==> config.mk <==
export PLATFORM = sky130hd
export DESIGN_NAME = soc_mmio_top
export DESIGN_NICKNAME = d
export VERILOG_FILES = /design/src/hw/soc_pkg.sv /design/src/hw/mmio_if.sv /design/src/hw/mmio_bus.sv /design/src/hw/io_ports.sv /design/src/hw/dsp_multiplier.sv /design/src/hw/flash_ctrl.sv /design/src/hw/soc_mmio_top.sv
export VERILOG_INCLUDE_DIRS = /design/src /design/src/include
export SDC_FILE = /design/constraint.sdc
export NUM_CORES = 1
export LEC_CHECK = 0
export BUFFER_PORTS_ARGS = -buffer_cell sky130_fd_sc_hd__buf_2
export CAP_MARGIN = 20
export CORE_UTILIZATION = 35
export DETAILED_ROUTE_END_ITERATION = 7
export SYNTH_ARGS = -nofsm -noshare
export SYNTH_HDL_FRONTEND = slang
export SYNTH_SLANG_ARGS = --single-unit
==> constraint.sdc <==
create_clock -name vdp_clk -period 6.1 [get_ports vdp_clk]
set_clock_uncertainty 0.05 [all_clocks]
set_input_delay 0.61 -clock vdp_clk [delete_from_list [all_inputs] [get_ports vdp_clk]]
set_output_delay 0.61 -clock vdp_clk [all_outputs]
set_load 0.03 [all_outputs]
==> src/include/soc_config.svh <==
// ----------------------------------------
// Address map and width settings for the MMIO block
// Include wherever a region code or data width is needed
// ----------------------------------------
`ifndef SOC_CONFIG_SVH
`define SOC_CONFIG_SVH

// Host word address and region field inside it
`define SOC_ADDR_WIDTH 24
`define SOC_REGION_LSB 16
`define SOC_REGION_WIDTH 4

// Region codes
`define SOC_REGION_STATUS 0
`define SOC_REGION_DSP 1
`define SOC_REGION_PAD 2
`define SOC_REGION_FLASH 3

// Peripheral data widths
`define SOC_DSP_OPERAND_WIDTH 16
`define SOC_LED_WIDTH 8

`endif

==> src/hw/soc_pkg.sv <==
// ----------------------------------------
// Shared bus, region and flash pin types
// Imported by the RTL and the testbench
// ----------------------------------------
`default_nettype none

`include "soc_config.svh"

package soc_pkg;

    // One bus data word
    typedef logic [31:0] word_t;

    // Host word address
    typedef logic [`SOC_ADDR_WIDTH-1:0] addr_t;

    // Decoded target of a host access
    typedef enum logic [2:0] {
        REGION_STATUS = `SOC_REGION_STATUS,
        REGION_DSP = `SOC_REGION_DSP,
        REGION_PAD = `SOC_REGION_PAD,
        REGION_FLASH = `SOC_REGION_FLASH,
        REGION_UNMAPPED = 4
    } region_e;

    // Flash bit-bang register
    // Write data bits 15, 9, 8, 7:4 and 3:0 in field order
    typedef struct packed {
        logic active;
        logic csn;
        logic clk;
        logic [3:0] in_en;
        logic [3:0] in;
    } flash_pins_t;

    typedef logic [`SOC_LED_WIDTH-1:0] led_t;

endpackage

`default_nettype wire

==> src/hw/mmio_if.sv <==
// ----------------------------------------
// One decoded peripheral access and its read data
// mmio_bus drives the bus side, each peripheral the periph side
// ----------------------------------------
`timescale 1ns/100ps
`default_nettype none

interface mmio_if import soc_pkg::*; ();

    // Single cycle access strobe
    logic sel;
    logic we;
    // Bit 0 is word address bit 0, bit 1 picks pad over status
    logic [1:0] offset;
    word_t write_data;
    // Combinational, valid while sel is high
    word_t read_data;

    modport bus (output sel, we, offset, write_data, input read_data);

    modport periph (input sel, we, offset, write_data, output read_data);

endinterface

`default_nettype wire

==> src/hw/mmio_bus.sv <==
// ----------------------------------------
// Host four-phase req/ack handshake and address decoder
// Pulses one peripheral select per access, then returns read data
// ----------------------------------------
`timescale 1ns/100ps
`default_nettype none

`include "soc_config.svh"

module mmio_bus import soc_pkg::*; (
    input logic vdp_clk,
    input logic vdp_reset,

    input logic host_req,
    input logic host_we,
    input addr_t host_address,
    input word_t host_write_data,
    output logic host_ack,
    output word_t host_read_data,

    mmio_if.bus io_bus,
    mmio_if.bus dsp_bus,
    mmio_if.bus flash_bus
);

    typedef enum logic [1:0] {
        ST_IDLE,
        ST_SELECT,
        ST_ACK
    } state_e;

    state_e state;
    region_e region;
    region_e region_q;
    word_t selected_read_data;
    logic [1:0] offset;

    function automatic region_e decode_region(input addr_t address);
        logic [`SOC_REGION_WIDTH-1:0] code;
        code = address[`SOC_REGION_LSB +: `SOC_REGION_WIDTH];
        case (code)
            `SOC_REGION_STATUS: decode_region = REGION_STATUS;
            `SOC_REGION_DSP: decode_region = REGION_DSP;
            `SOC_REGION_PAD: decode_region = REGION_PAD;
            `SOC_REGION_FLASH: decode_region = REGION_FLASH;
            default: decode_region = REGION_UNMAPPED;
        endcase
    endfunction

    assign region = decode_region(host_address);

    // Idle -> select for one cycle -> ack until req drops
    always_ff @(posedge vdp_clk) begin
        if (vdp_reset) begin
            state <= ST_IDLE;
        end else begin
            case (state)
                ST_IDLE: if (host_req) state <= ST_SELECT;
                ST_SELECT: state <= ST_ACK;
                ST_ACK: if (!host_req) state <= ST_IDLE;
                default: state <= ST_IDLE;
            endcase
        end
    end

    always_ff @(posedge vdp_clk) begin
        if (state == ST_IDLE && host_req) begin
            region_q <= region;
        end
    end

    assign host_ack = (state == ST_ACK);

    // Host holds address and data stable while req is high
    // Bit 1 of the region code tells pad from status
    assign offset = {host_address[`SOC_REGION_LSB + 1], host_address[0]};

    assign io_bus.sel = (state == ST_SELECT) &&
                        (region_q == REGION_STATUS || region_q == REGION_PAD);
    assign dsp_bus.sel = (state == ST_SELECT) && (region_q == REGION_DSP);
    assign flash_bus.sel = (state == ST_SELECT) && (region_q == REGION_FLASH);

    assign io_bus.we = host_we;
    assign dsp_bus.we = host_we;
    assign flash_bus.we = host_we;

    assign io_bus.offset = offset;
    assign dsp_bus.offset = offset;
    assign flash_bus.offset = offset;

    assign io_bus.write_data = host_write_data;
    assign dsp_bus.write_data = host_write_data;
    assign flash_bus.write_data = host_write_data;

    // Unmapped accesses read back zero
    always_comb begin
        case (region_q)
            REGION_STATUS, REGION_PAD: selected_read_data = io_bus.read_data;
            REGION_DSP: selected_read_data = dsp_bus.read_data;
            REGION_FLASH: selected_read_data = flash_bus.read_data;
            default: selected_read_data = '0;
        endcase
    end

    // Captured on the edge that ends the select cycle, as ack rises
    always_ff @(posedge vdp_clk) begin
        if (state == ST_SELECT) begin
            host_read_data <= selected_read_data;
        end
    end

endmodule

`default_nettype wire

==> src/hw/io_ports.sv <==
// ----------------------------------------
// Status LEDs and gamepad control
// Serves both the status and pad regions through one bus
// ----------------------------------------
`timescale 1ns/100ps
`default_nettype none

`include "soc_config.svh"

module io_ports import soc_pkg::*; (
    input logic vdp_clk,
    input logic vdp_reset,

    mmio_if.periph bus,

    output led_t led,
    output logic pad_latch,
    output logic pad_clk,
    input logic [1:0] pad_data
);

    led_t led_q;
    // Bit 0 latch, bit 1 clock
    logic [1:0] pad_ctrl;

    always_ff @(posedge vdp_clk) begin
        if (vdp_reset) begin
            led_q <= '0;
            pad_ctrl <= 2'b00;
        end else if (bus.sel && bus.we) begin
            if (bus.offset[1]) begin
                pad_ctrl <= bus.write_data[1:0];
            end else begin
                led_q <= bus.write_data[`SOC_LED_WIDTH-1:0];
            end
        end
    end

    assign led = led_q;
    assign pad_latch = pad_ctrl[0];
    assign pad_clk = pad_ctrl[1];

    // Pad pins read back raw
    assign bus.read_data = bus.offset[1] ? word_t'(pad_data) : word_t'(led_q);

endmodule

`default_nettype wire

==> src/hw/dsp_multiplier.sv <==
// ----------------------------------------
// Signed 16x16 multiplier peripheral
// Offset 0 loads operand a, offset 1 operand b, reads give the product
// ----------------------------------------
`timescale 1ns/100ps
`default_nettype none

`include "soc_config.svh"

module dsp_multiplier import soc_pkg::*; (
    input logic vdp_clk,

    mmio_if.periph bus
);

    localparam int W = `SOC_DSP_OPERAND_WIDTH;

    logic signed [W-1:0] operand_a;
    logic signed [W-1:0] operand_b;
    logic signed [2*W-1:0] product_q;

    // Operand writes by offset
    always_ff @(posedge vdp_clk) begin
        if (bus.sel && bus.we && !bus.offset[0]) begin
            operand_a <= bus.write_data[W-1:0];
        end

        if (bus.sel && bus.we && bus.offset[0]) begin
            operand_b <= bus.write_data[W-1:0];
        end

        // Product lags an operand write by one edge
        product_q <= operand_a * operand_b;
    end

    assign bus.read_data = word_t'(product_q);

endmodule

`default_nettype wire

==> src/hw/flash_ctrl.sv <==
// ----------------------------------------
// Flash bit-bang control register
// Drives the flash pins while active, idle pins otherwise
// ----------------------------------------
`timescale 1ns/100ps
`default_nettype none

module flash_ctrl import soc_pkg::*; (
    input logic vdp_clk,
    input logic vdp_reset,

    mmio_if.periph bus,

    output logic flash_clk,
    output logic flash_csn,
    output logic [3:0] flash_in,
    output logic [3:0] flash_in_en,
    input logic [3:0] flash_out
);

    flash_pins_t pins_q;
    flash_pins_t write_pins;

    assign write_pins = '{
        active: bus.write_data[15],
        csn: bus.write_data[9],
        clk: bus.write_data[8],
        in_en: bus.write_data[7:4],
        in: bus.write_data[3:0]
    };

    // Bit-bang register written whole by any write
    always_ff @(posedge vdp_clk) begin
        if (vdp_reset) begin
            pins_q.active <= 1'b0;
            pins_q.clk <= 1'b0;
            pins_q.in_en <= 4'b0000;
        end else if (bus.sel && bus.we) begin
            pins_q <= write_pins;
        end
    end

    always_comb begin
        if (pins_q.active) begin
            flash_csn = pins_q.csn;
            flash_clk = pins_q.clk;
            flash_in_en = pins_q.in_en;
            flash_in = pins_q.in;
        end else begin
            // Idle: deselected, clock low, outputs released
            flash_csn = 1'b1;
            flash_clk = 1'b0;
            flash_in_en = 4'b0000;
            flash_in = 4'b0000;
        end
    end

    assign bus.read_data = word_t'(flash_out);

endmodule

`default_nettype wire

==> src/hw/soc_mmio_top.sv <==
// ----------------------------------------
// Top level of the MMIO peripheral block
// Host handshake port in, LED, gamepad and flash pins out
// ----------------------------------------
`timescale 1ns/100ps
`default_nettype none

module soc_mmio_top import soc_pkg::*; (
    input logic vdp_clk,
    input logic vdp_reset,

    input logic host_req,
    input logic host_we,
    input addr_t host_address,
    input word_t host_write_data,
    output logic host_ack,
    output word_t host_read_data,

    output led_t led,
    output logic pad_latch,
    output logic pad_clk,
    input logic [1:0] pad_data,

    output logic flash_clk,
    output logic flash_csn,
    output logic [3:0] flash_in,
    output logic [3:0] flash_in_en,
    input logic [3:0] flash_out
);

    mmio_if io_bus();
    mmio_if dsp_bus();
    mmio_if flash_bus();

    mmio_bus mmio_bus_i (
        .vdp_clk(vdp_clk),
        .vdp_reset(vdp_reset),
        .host_req(host_req),
        .host_we(host_we),
        .host_address(host_address),
        .host_write_data(host_write_data),
        .host_ack(host_ack),
        .host_read_data(host_read_data),
        .io_bus(io_bus.bus),
        .dsp_bus(dsp_bus.bus),
        .flash_bus(flash_bus.bus)
    );

    io_ports io_ports_i (
        .vdp_clk(vdp_clk),
        .vdp_reset(vdp_reset),
        .bus(io_bus.periph),
        .led(led),
        .pad_latch(pad_latch),
        .pad_clk(pad_clk),
        .pad_data(pad_data)
    );

    dsp_multiplier dsp_multiplier_i (
        .vdp_clk(vdp_clk),
        .bus(dsp_bus.periph)
    );

    flash_ctrl flash_ctrl_i (
        .vdp_clk(vdp_clk),
        .vdp_reset(vdp_reset),
        .bus(flash_bus.periph),
        .flash_clk(flash_clk),
        .flash_csn(flash_csn),
        .flash_in(flash_in),
        .flash_in_en(flash_in_en),
        .flash_out(flash_out)
    );

endmodule

`default_nettype wire

==> impl_metrics.ini, run 1 <==
[run_status]
status = complete, no violations

[min_path]
hold_depth = 1
min_from = host_write_data[11]
whs_endpoint = dsp_multiplier_i.operand_a[11]
hold_path.class = input port to register

[power_and_ir_drop]
power_frac_seq_pct = 37.3
p_sw_share_pct = 29.0
total_power_uw = 2610
vdd.ir_drop.worst_mv = 0.220
p_clk_share_pct = 41.0
power_density_mw_per_mm2 = 155
p_sw_uw = 757
p_leak_uw = 0.00816
p_int_uw = 1850
combPwrFrac_pct = 21.8

[drt]
drcViolationCount = 0
viasPerCell = 4.57
wire_per_inst_um = 14.9
ant_nets = 0
dr_total_vias = 9567
drt-total-wl_um = 31300
drtIter0Drc = 356
dr.pass1.iters = 4

[flow_run]
cap_violations = 0

[clock_tree]
cts_buffer_depth = 2
cts_sinks = 122
cts_tree = yes
path_clk_slew_ns = 0.07
numCtsBuffers = 17
root_buffer = clkbuf_16
clkLatencyLatePin_ns = 0.44
h-tree-depth = 4

[critical_path]
critPathMaxFanout = 4
crit_type = register to register
cpPeakStageDelay_ns = 0.54
critPathSlowestCell = edfxtp_1
reg2reg_slack_ns = 0.14
crit_buf_inv = 6
cp_common_cell = fa_1
crit_path_cell_trace = buf_12, buf_4, nand2_1, fa_1, fa_1, fa_1, inv_1, fa_1, fa_1, inv_1, fa_1, inv_1, ha_4, a21o_1, a21o_1, a21o_1, a21o_1, a211oi_2, buf_4, a211oi_4, or4b_1, nand3_1
start_kind = register
reg2regPathDepth = 22
critPathTopFamily = adder cells
reg2reg_from = dsp_multiplier_i.operand_a[11]
crit_start = dsp_multiplier_i.operand_a[11]
reg2reg_to = dsp_multiplier_i.bus.read_data[30]
worst_setup_path_end_kind = register
worstPathArrival_ns = 6.30
crit_required_ns = 6.44

[sta]
drv_slew = 0
hold_viol = 0
max_freq_mhz = 168
rsz0062_at_grt = yes
fin_crit_sh_pct = 97.7
setup_violations = 0
fin_setup_tns_ns = 0
tightest_slew_ns = 0.938
slew_headroom_pct = 37.0
period_needed_ns = 5.96
worst_hold_slack_ns = 0.313

[logic_synthesis]
synth_cell_types = 49
synth_seq_area_share_pct = 22.9
synth_top_cell_area_share_pct = 38.0
syn_nets = 1759
synth_edf_count = 72
ys_top_cells_by_count = inv_1, fa_1, and2_1
ys_warn_count = 0
synth_top_cell_by_area = fa_1
synth.avg_cell_area_um2 = 10.2
synth_ff_type = edfxtp_1
postSynthCellCount = 1349
synthTopCellsByArea = fa_1, edfxtp_1, inv_1
ys_seq_elements = 122
synth_area_mm2 = 0.0138
synth_most_common_cell = inv_1
async_reset_ff_share_pct = 0

[final_layout]
synthToLayoutAreaGrowth_pct = 21.6
regArea_mm2 = 0.00316
drive_gt1_share_pct = 19.4
fin_util_pct = 43.3
multi_input_area_mm2 = 0.00950
final_nets = 1971
nFillCells = 3781

[grt]
grt_pass1_wl_um = 52300
grt_pass1_vias = 10438
antenna_found_initial = 1
grt-ovfl-total = 0
track_usage_pct = 16.6
grt_max_degree = 37

[floorplan]
initial_core_util_pct = 35.6
row_count = 72
dieArea_mm2 = 0.0402
die_y_um = 201
core-area_mm2 = 0.0387
io_pins = 119
die_w_um = 201

[placement]
port-buffer-count = 83
gp_congestion = 0.853
hpwl_um = 25700
[worst max path at each step]
stage	slack, ns	depth (start not counted)	endpoint
final	0.14	22	dsp_multiplier_i.bus.read_data[30]
after global routing	-0.06	22	dsp_multiplier_i.bus.read_data[30]
after global placement	-0.09	22	dsp_multiplier_i.bus.read_data[30]
after CTS	0.02	20	dsp_multiplier_i.bus.read_data[30]
after detailed placement	-0.11	20	dsp_multiplier_i.bus.read_data[30]
after floorplan	0.06	20	dsp_multiplier_i.bus.read_data[30]
[registers in the layout, indices dropped and copies added, names as in the netlist, 3 cells and up]
name                            flops
dsp_multiplier_i.bus.read_data     32
mmio_bus_i.host_read_data          32
dsp_multiplier_i.operand_a         16
dsp_multiplier_i.operand_b         16
flash_ctrl_i.pins_q                11
io_ports_i.led                      8
mmio_bus_i.region_q                 3
[metrics by stage]
step           cell area (um^2)  setup WS [ns]  cells
6_report                  16800          0.140   2093
5_1_grt                   16800        -0.0614   2093
4_1_cts                   16400         0.0162   2078
3_5_place_dp              15800         -0.111   2039
3_3_place_gp              15800        -0.0894   2039
2_1_floorplan             13800         0.0550   1349
[timing repair]
action / in CTS / in global routing
hold buffers: 0 / 0
pin swaps: 2 / 33
setup buffers: 7 / 14
endpoints found under the setup margin: 4 / 9
resized for setup: 4 / 46
gates cloned: 0 / 0
[routing by layer]
| metal | vias to the layer above | track usage, % | part of all wire (%) |
|---|---|---|---|
| li1 | 4479 | - | - |
| met1 | 4850 | 20.3 | 42 |
| met2 | 186 | 29.7 | 52 |
| met3 | 52 | 2.79 | 3.9 |
| met4 | 0 | 5.37 | 2.5 |
| met5 | - | 0 | 0 |
[cell usage in the layout (no fill, tap or decap), types with 5 or more instances in the layout]
| cell type | Yosys | routed |
|---|---|---|
| a21oi_2 | 0 | 5 |
| fa_1 | 262 | 257 |
| xnor2_1 | 29 | 29 |
| buf_2 | 1 | 84 |
| edfxtp_1 | 72 | 72 |
| o21ai_0 | 12 | 10 |
| fa_2 | 0 | 5 |
| buf_4 | 0 | 136 |
| o21bai_1 | 6 | 6 |
| ha_1 | 82 | 76 |
| dfxtp_1 | 50 | 50 |
| nor2_1 | 41 | 41 |
| buf_12 | 0 | 6 |
| ha_4 | 0 | 6 |
| inv_1 | 318 | 314 |
| buf_6 | 0 | 9 |
| and2_1 | 156 | 153 |
| inv_6 | 0 | 5 |
| clkbuf_16 | 0 | 17 |
| xor2_1 | 7 | 7 |
| nand2_1 | 135 | 133 |
| nor2b_1 | 10 | 9 |
| a21oi_1 | 27 | 22 |
| a21o_1 | 14 | 14 |
| mux2i_1 | 16 | 16 |
| nand2b_1 | 9 | 9 |
[power groups by stage]
stage	sequential (uW)	combinational, uW	clock (uW)
6_report	972	568	1070
5_1_grt	980	645	1130
4_1_cts	974	536	1100
3_5_place_dp	992	527	0
3_3_place_gp	991	518	0
2_1_floorplan	1010	324	0
[layout make-up]
class	instances	area share [%]
Multi-Input combinational cell	867	56.6
Sequential cell	122	18.9
Timing Repair Buffer	235	9.91
Inverter	318	7.11
Tap cell	518	3.86
Clock buffer	18	2.62
Clock inverter	14	1.04
Antenna cell	1	0.0149
[cell families after synthesis]
kind of cell,share of synthesized area [%]
mux,1.16
xor+xnor,2.28
flops,22.9
fa+ha+maj,45.4
simple gates,13.9
buf+inv,9.80
compound gates,4.47
Power figures use the tool's default switching activity.
==> inputs of run 2 (changes only) <==
Settings changed: PLACE_DENSITY set to 0.65.
==> impl_metrics.ini, run 2 (same netlist as run 1, synthesis figures left out) <==
[final_layout]
nFillCells = 3700
drive_gt1_share_pct = 19.4
synthToLayoutAreaGrowth_pct = 21.4
layout_commonest_cell = inv_1
final_cell_mix = inv_1, fa_1, and2_1, nand2_1, buf_4
final_nets = 1957
fin_area_mm2 = 0.0168
fin_util_pct = 43.3
num_antenna_cells = 0

[critical_path]
reg2reg_to = dsp_multiplier_i.bus.read_data[28]
reg2regPathDepth = 22
reg2reg_from = dsp_multiplier_i.operand_b[5]
critPathMaxFanout = 5
worstPathArrival_ns = 6.34
worst_setup_path_end_kind = register
crit_required_ns = 6.42
start_kind = register
crit_type = register to register
reg2reg_slack_ns = 0.07

[sta]
rsz0062_at_grt = yes
worst_hold_slack_ns = 0.312
hold_viol = 0
fin_crit_sh_pct = 98.8
drv_slew = 0
max_freq_mhz = 166
setup_violations = 0
period_needed_ns = 6.03
slew_headroom_pct = 37.6
tightest_slew_ns = 0.929

[clock_tree]
path_clk_slew_ns = 0.06
numCtsBuffers = 17
clkLatencyLatePin_ns = 0.44
cts_buffer_depth = 2
h-tree-depth = 4
postCtsHoldBufs = 0
cts_sinks = 122
cts_tree = yes
root_buffer = clkbuf_16

[grt]
grt_max_degree = 35
grt_pass1_wl_um = 52400
antenna_found_initial = 0
grt-ovfl-total = 0
track_usage_pct = 16.7
grt_pass1_vias = 10431

[drt]
drtIter0Drc = 453
viasPerCell = 4.59
wire_per_inst_um = 15.2
ant_nets = 0
dr.pass1.iters = 5
drt-total-wl_um = 31700
dr_total_vias = 9542
drcViolationCount = 0

[run_status]
status = complete, no violations

[placement]
gp_congestion = 0.860
dpl_cell_area_mm2 = 0.0157
hpwl_um = 25700
port-buffer-count = 83

[min_path]
min_from = host_write_data[14]
whs_endpoint = dsp_multiplier_i.operand_a[14]
hold_depth = 1
hold_path.class = input port to register

[floorplan]
dieArea_mm2 = 0.0402
die_w_um = 201
die_y_um = 201
initial_core_util_pct = 35.6
io_pins = 119
row_count = 72
core-area_mm2 = 0.0387

[power_and_ir_drop]
p_leak_uw = 0.00811
power_density_mw_per_mm2 = 155
vdd.ir_drop.worst_mv = 0.179

[flow_run]
cap_violations = 0
run 2: cell types whose count changed in the layout (fill, tap and decap cells not counted), moves of 3 or more:
| cell | previous run | this run |
|---|---|---|
| buf_6 | 9 | 14 |
| and2_4 | 3 | 6 |
| buf_4 | 136 | 116 |
| inv_8 | 4 | 0 |
| and2_1 | 153 | 150 |
| a21oi_1 | 22 | 19 |
run 2: worst max-delay path by stage:
stage	start	to	cells after the start
finish	dsp_multiplier_i.operand_b[5]	dsp_multiplier_i.bus.read_data[28]	22
global route	dsp_multiplier_i.operand_a[9]	dsp_multiplier_i.bus.read_data[28]	21
CTS	dsp_multiplier_i.operand_b[7]	dsp_multiplier_i.bus.read_data[30]	20
detailed placement	dsp_multiplier_i.operand_a[15]	dsp_multiplier_i.bus.read_data[30]	20
global placement	dsp_multiplier_i.operand_a[15]	dsp_multiplier_i.bus.read_data[30]	20
floorplan	dsp_multiplier_i.operand_a[15]	dsp_multiplier_i.bus.read_data[30]	20
run 2: what timing repair did:
| action | CTS | global route |
|---|---|---|
| endpoints found under the setup margin | 3 | 10 |
| pin swaps | 4 | 29 |
| gates resized for setup | 7 | 61 |
| cloned | 0 | 1 |
| buffers inserted | 3 | 10 |
| hold endpoints to repair | 0 | 0 |
run 2: final cells by class:
type                            instances  area [um^2]  share of cell area, %
Clock buffer                           21          472                   2.81
Clock inverter                         11          134                  0.799
Timing Repair Buffer                  221         1600                   9.57
Multi-Input combinational cell        867         9550                   57.0
Tap cell                              518          648                   3.87
Sequential cell                       122         3160                   18.9
Inverter                              318         1190                   7.12
run 2: layer usage:
metal | routed length (um) | GRT usage [%] | vias up
li1 | - | - | 4440
met1 | 13600 | 20.5 | 4831
met2 | 16000 | 29.3 | 209
met3 | 1020 | 2.81 | 62
met4 | 1030 | 6.19 | 0
met5 | 0 | 0 | -
run 2: stage by stage:
step / std cells / worst slack [ns] / TNS (ns) / power, uW
2_1_floorplan: 1349 / 0.0550 / 0 / 1330
3_3_place_gp: 2033 / -0.0633 / -0.0633 / 1500
3_5_place_dp: 2033 / -0.123 / -0.123 / 1520
4_1_cts: 2068 / 0.00750 / 0 / 2590
5_1_grt: 2078 / -0.107 / -0.307 / 2740
6_report: 2078 / 0.0731 / 0 / 2600
run 2: where the power goes:
part / switching [uW] / internal, uW
combinational: 305 / 270
sequential: 17.0 / 954
clock: 410 / 642
total: 732 / 1870
run 2: worst max-delay path: stages (launching register included):
cell and delay, ns:
edfxtp_1 0.43, buf_4 0.19, and2_4 0.15, inv_2 0.03
fa_1 0.55, inv_2 0.05, fa_2 0.61, fa_1 0.47
fa_1 0.52, fa_1 0.52, inv_1 0.05, fa_1 0.49
inv_2 0.05, ha_4 0.26, and3_4 0.18, nand4_1 0.22
nor3_2 0.21, buf_4 0.14, a211oi_2 0.05, buf_4 0.17
a211oi_4 0.28, buf_4 0.15, xor2_1 0.12
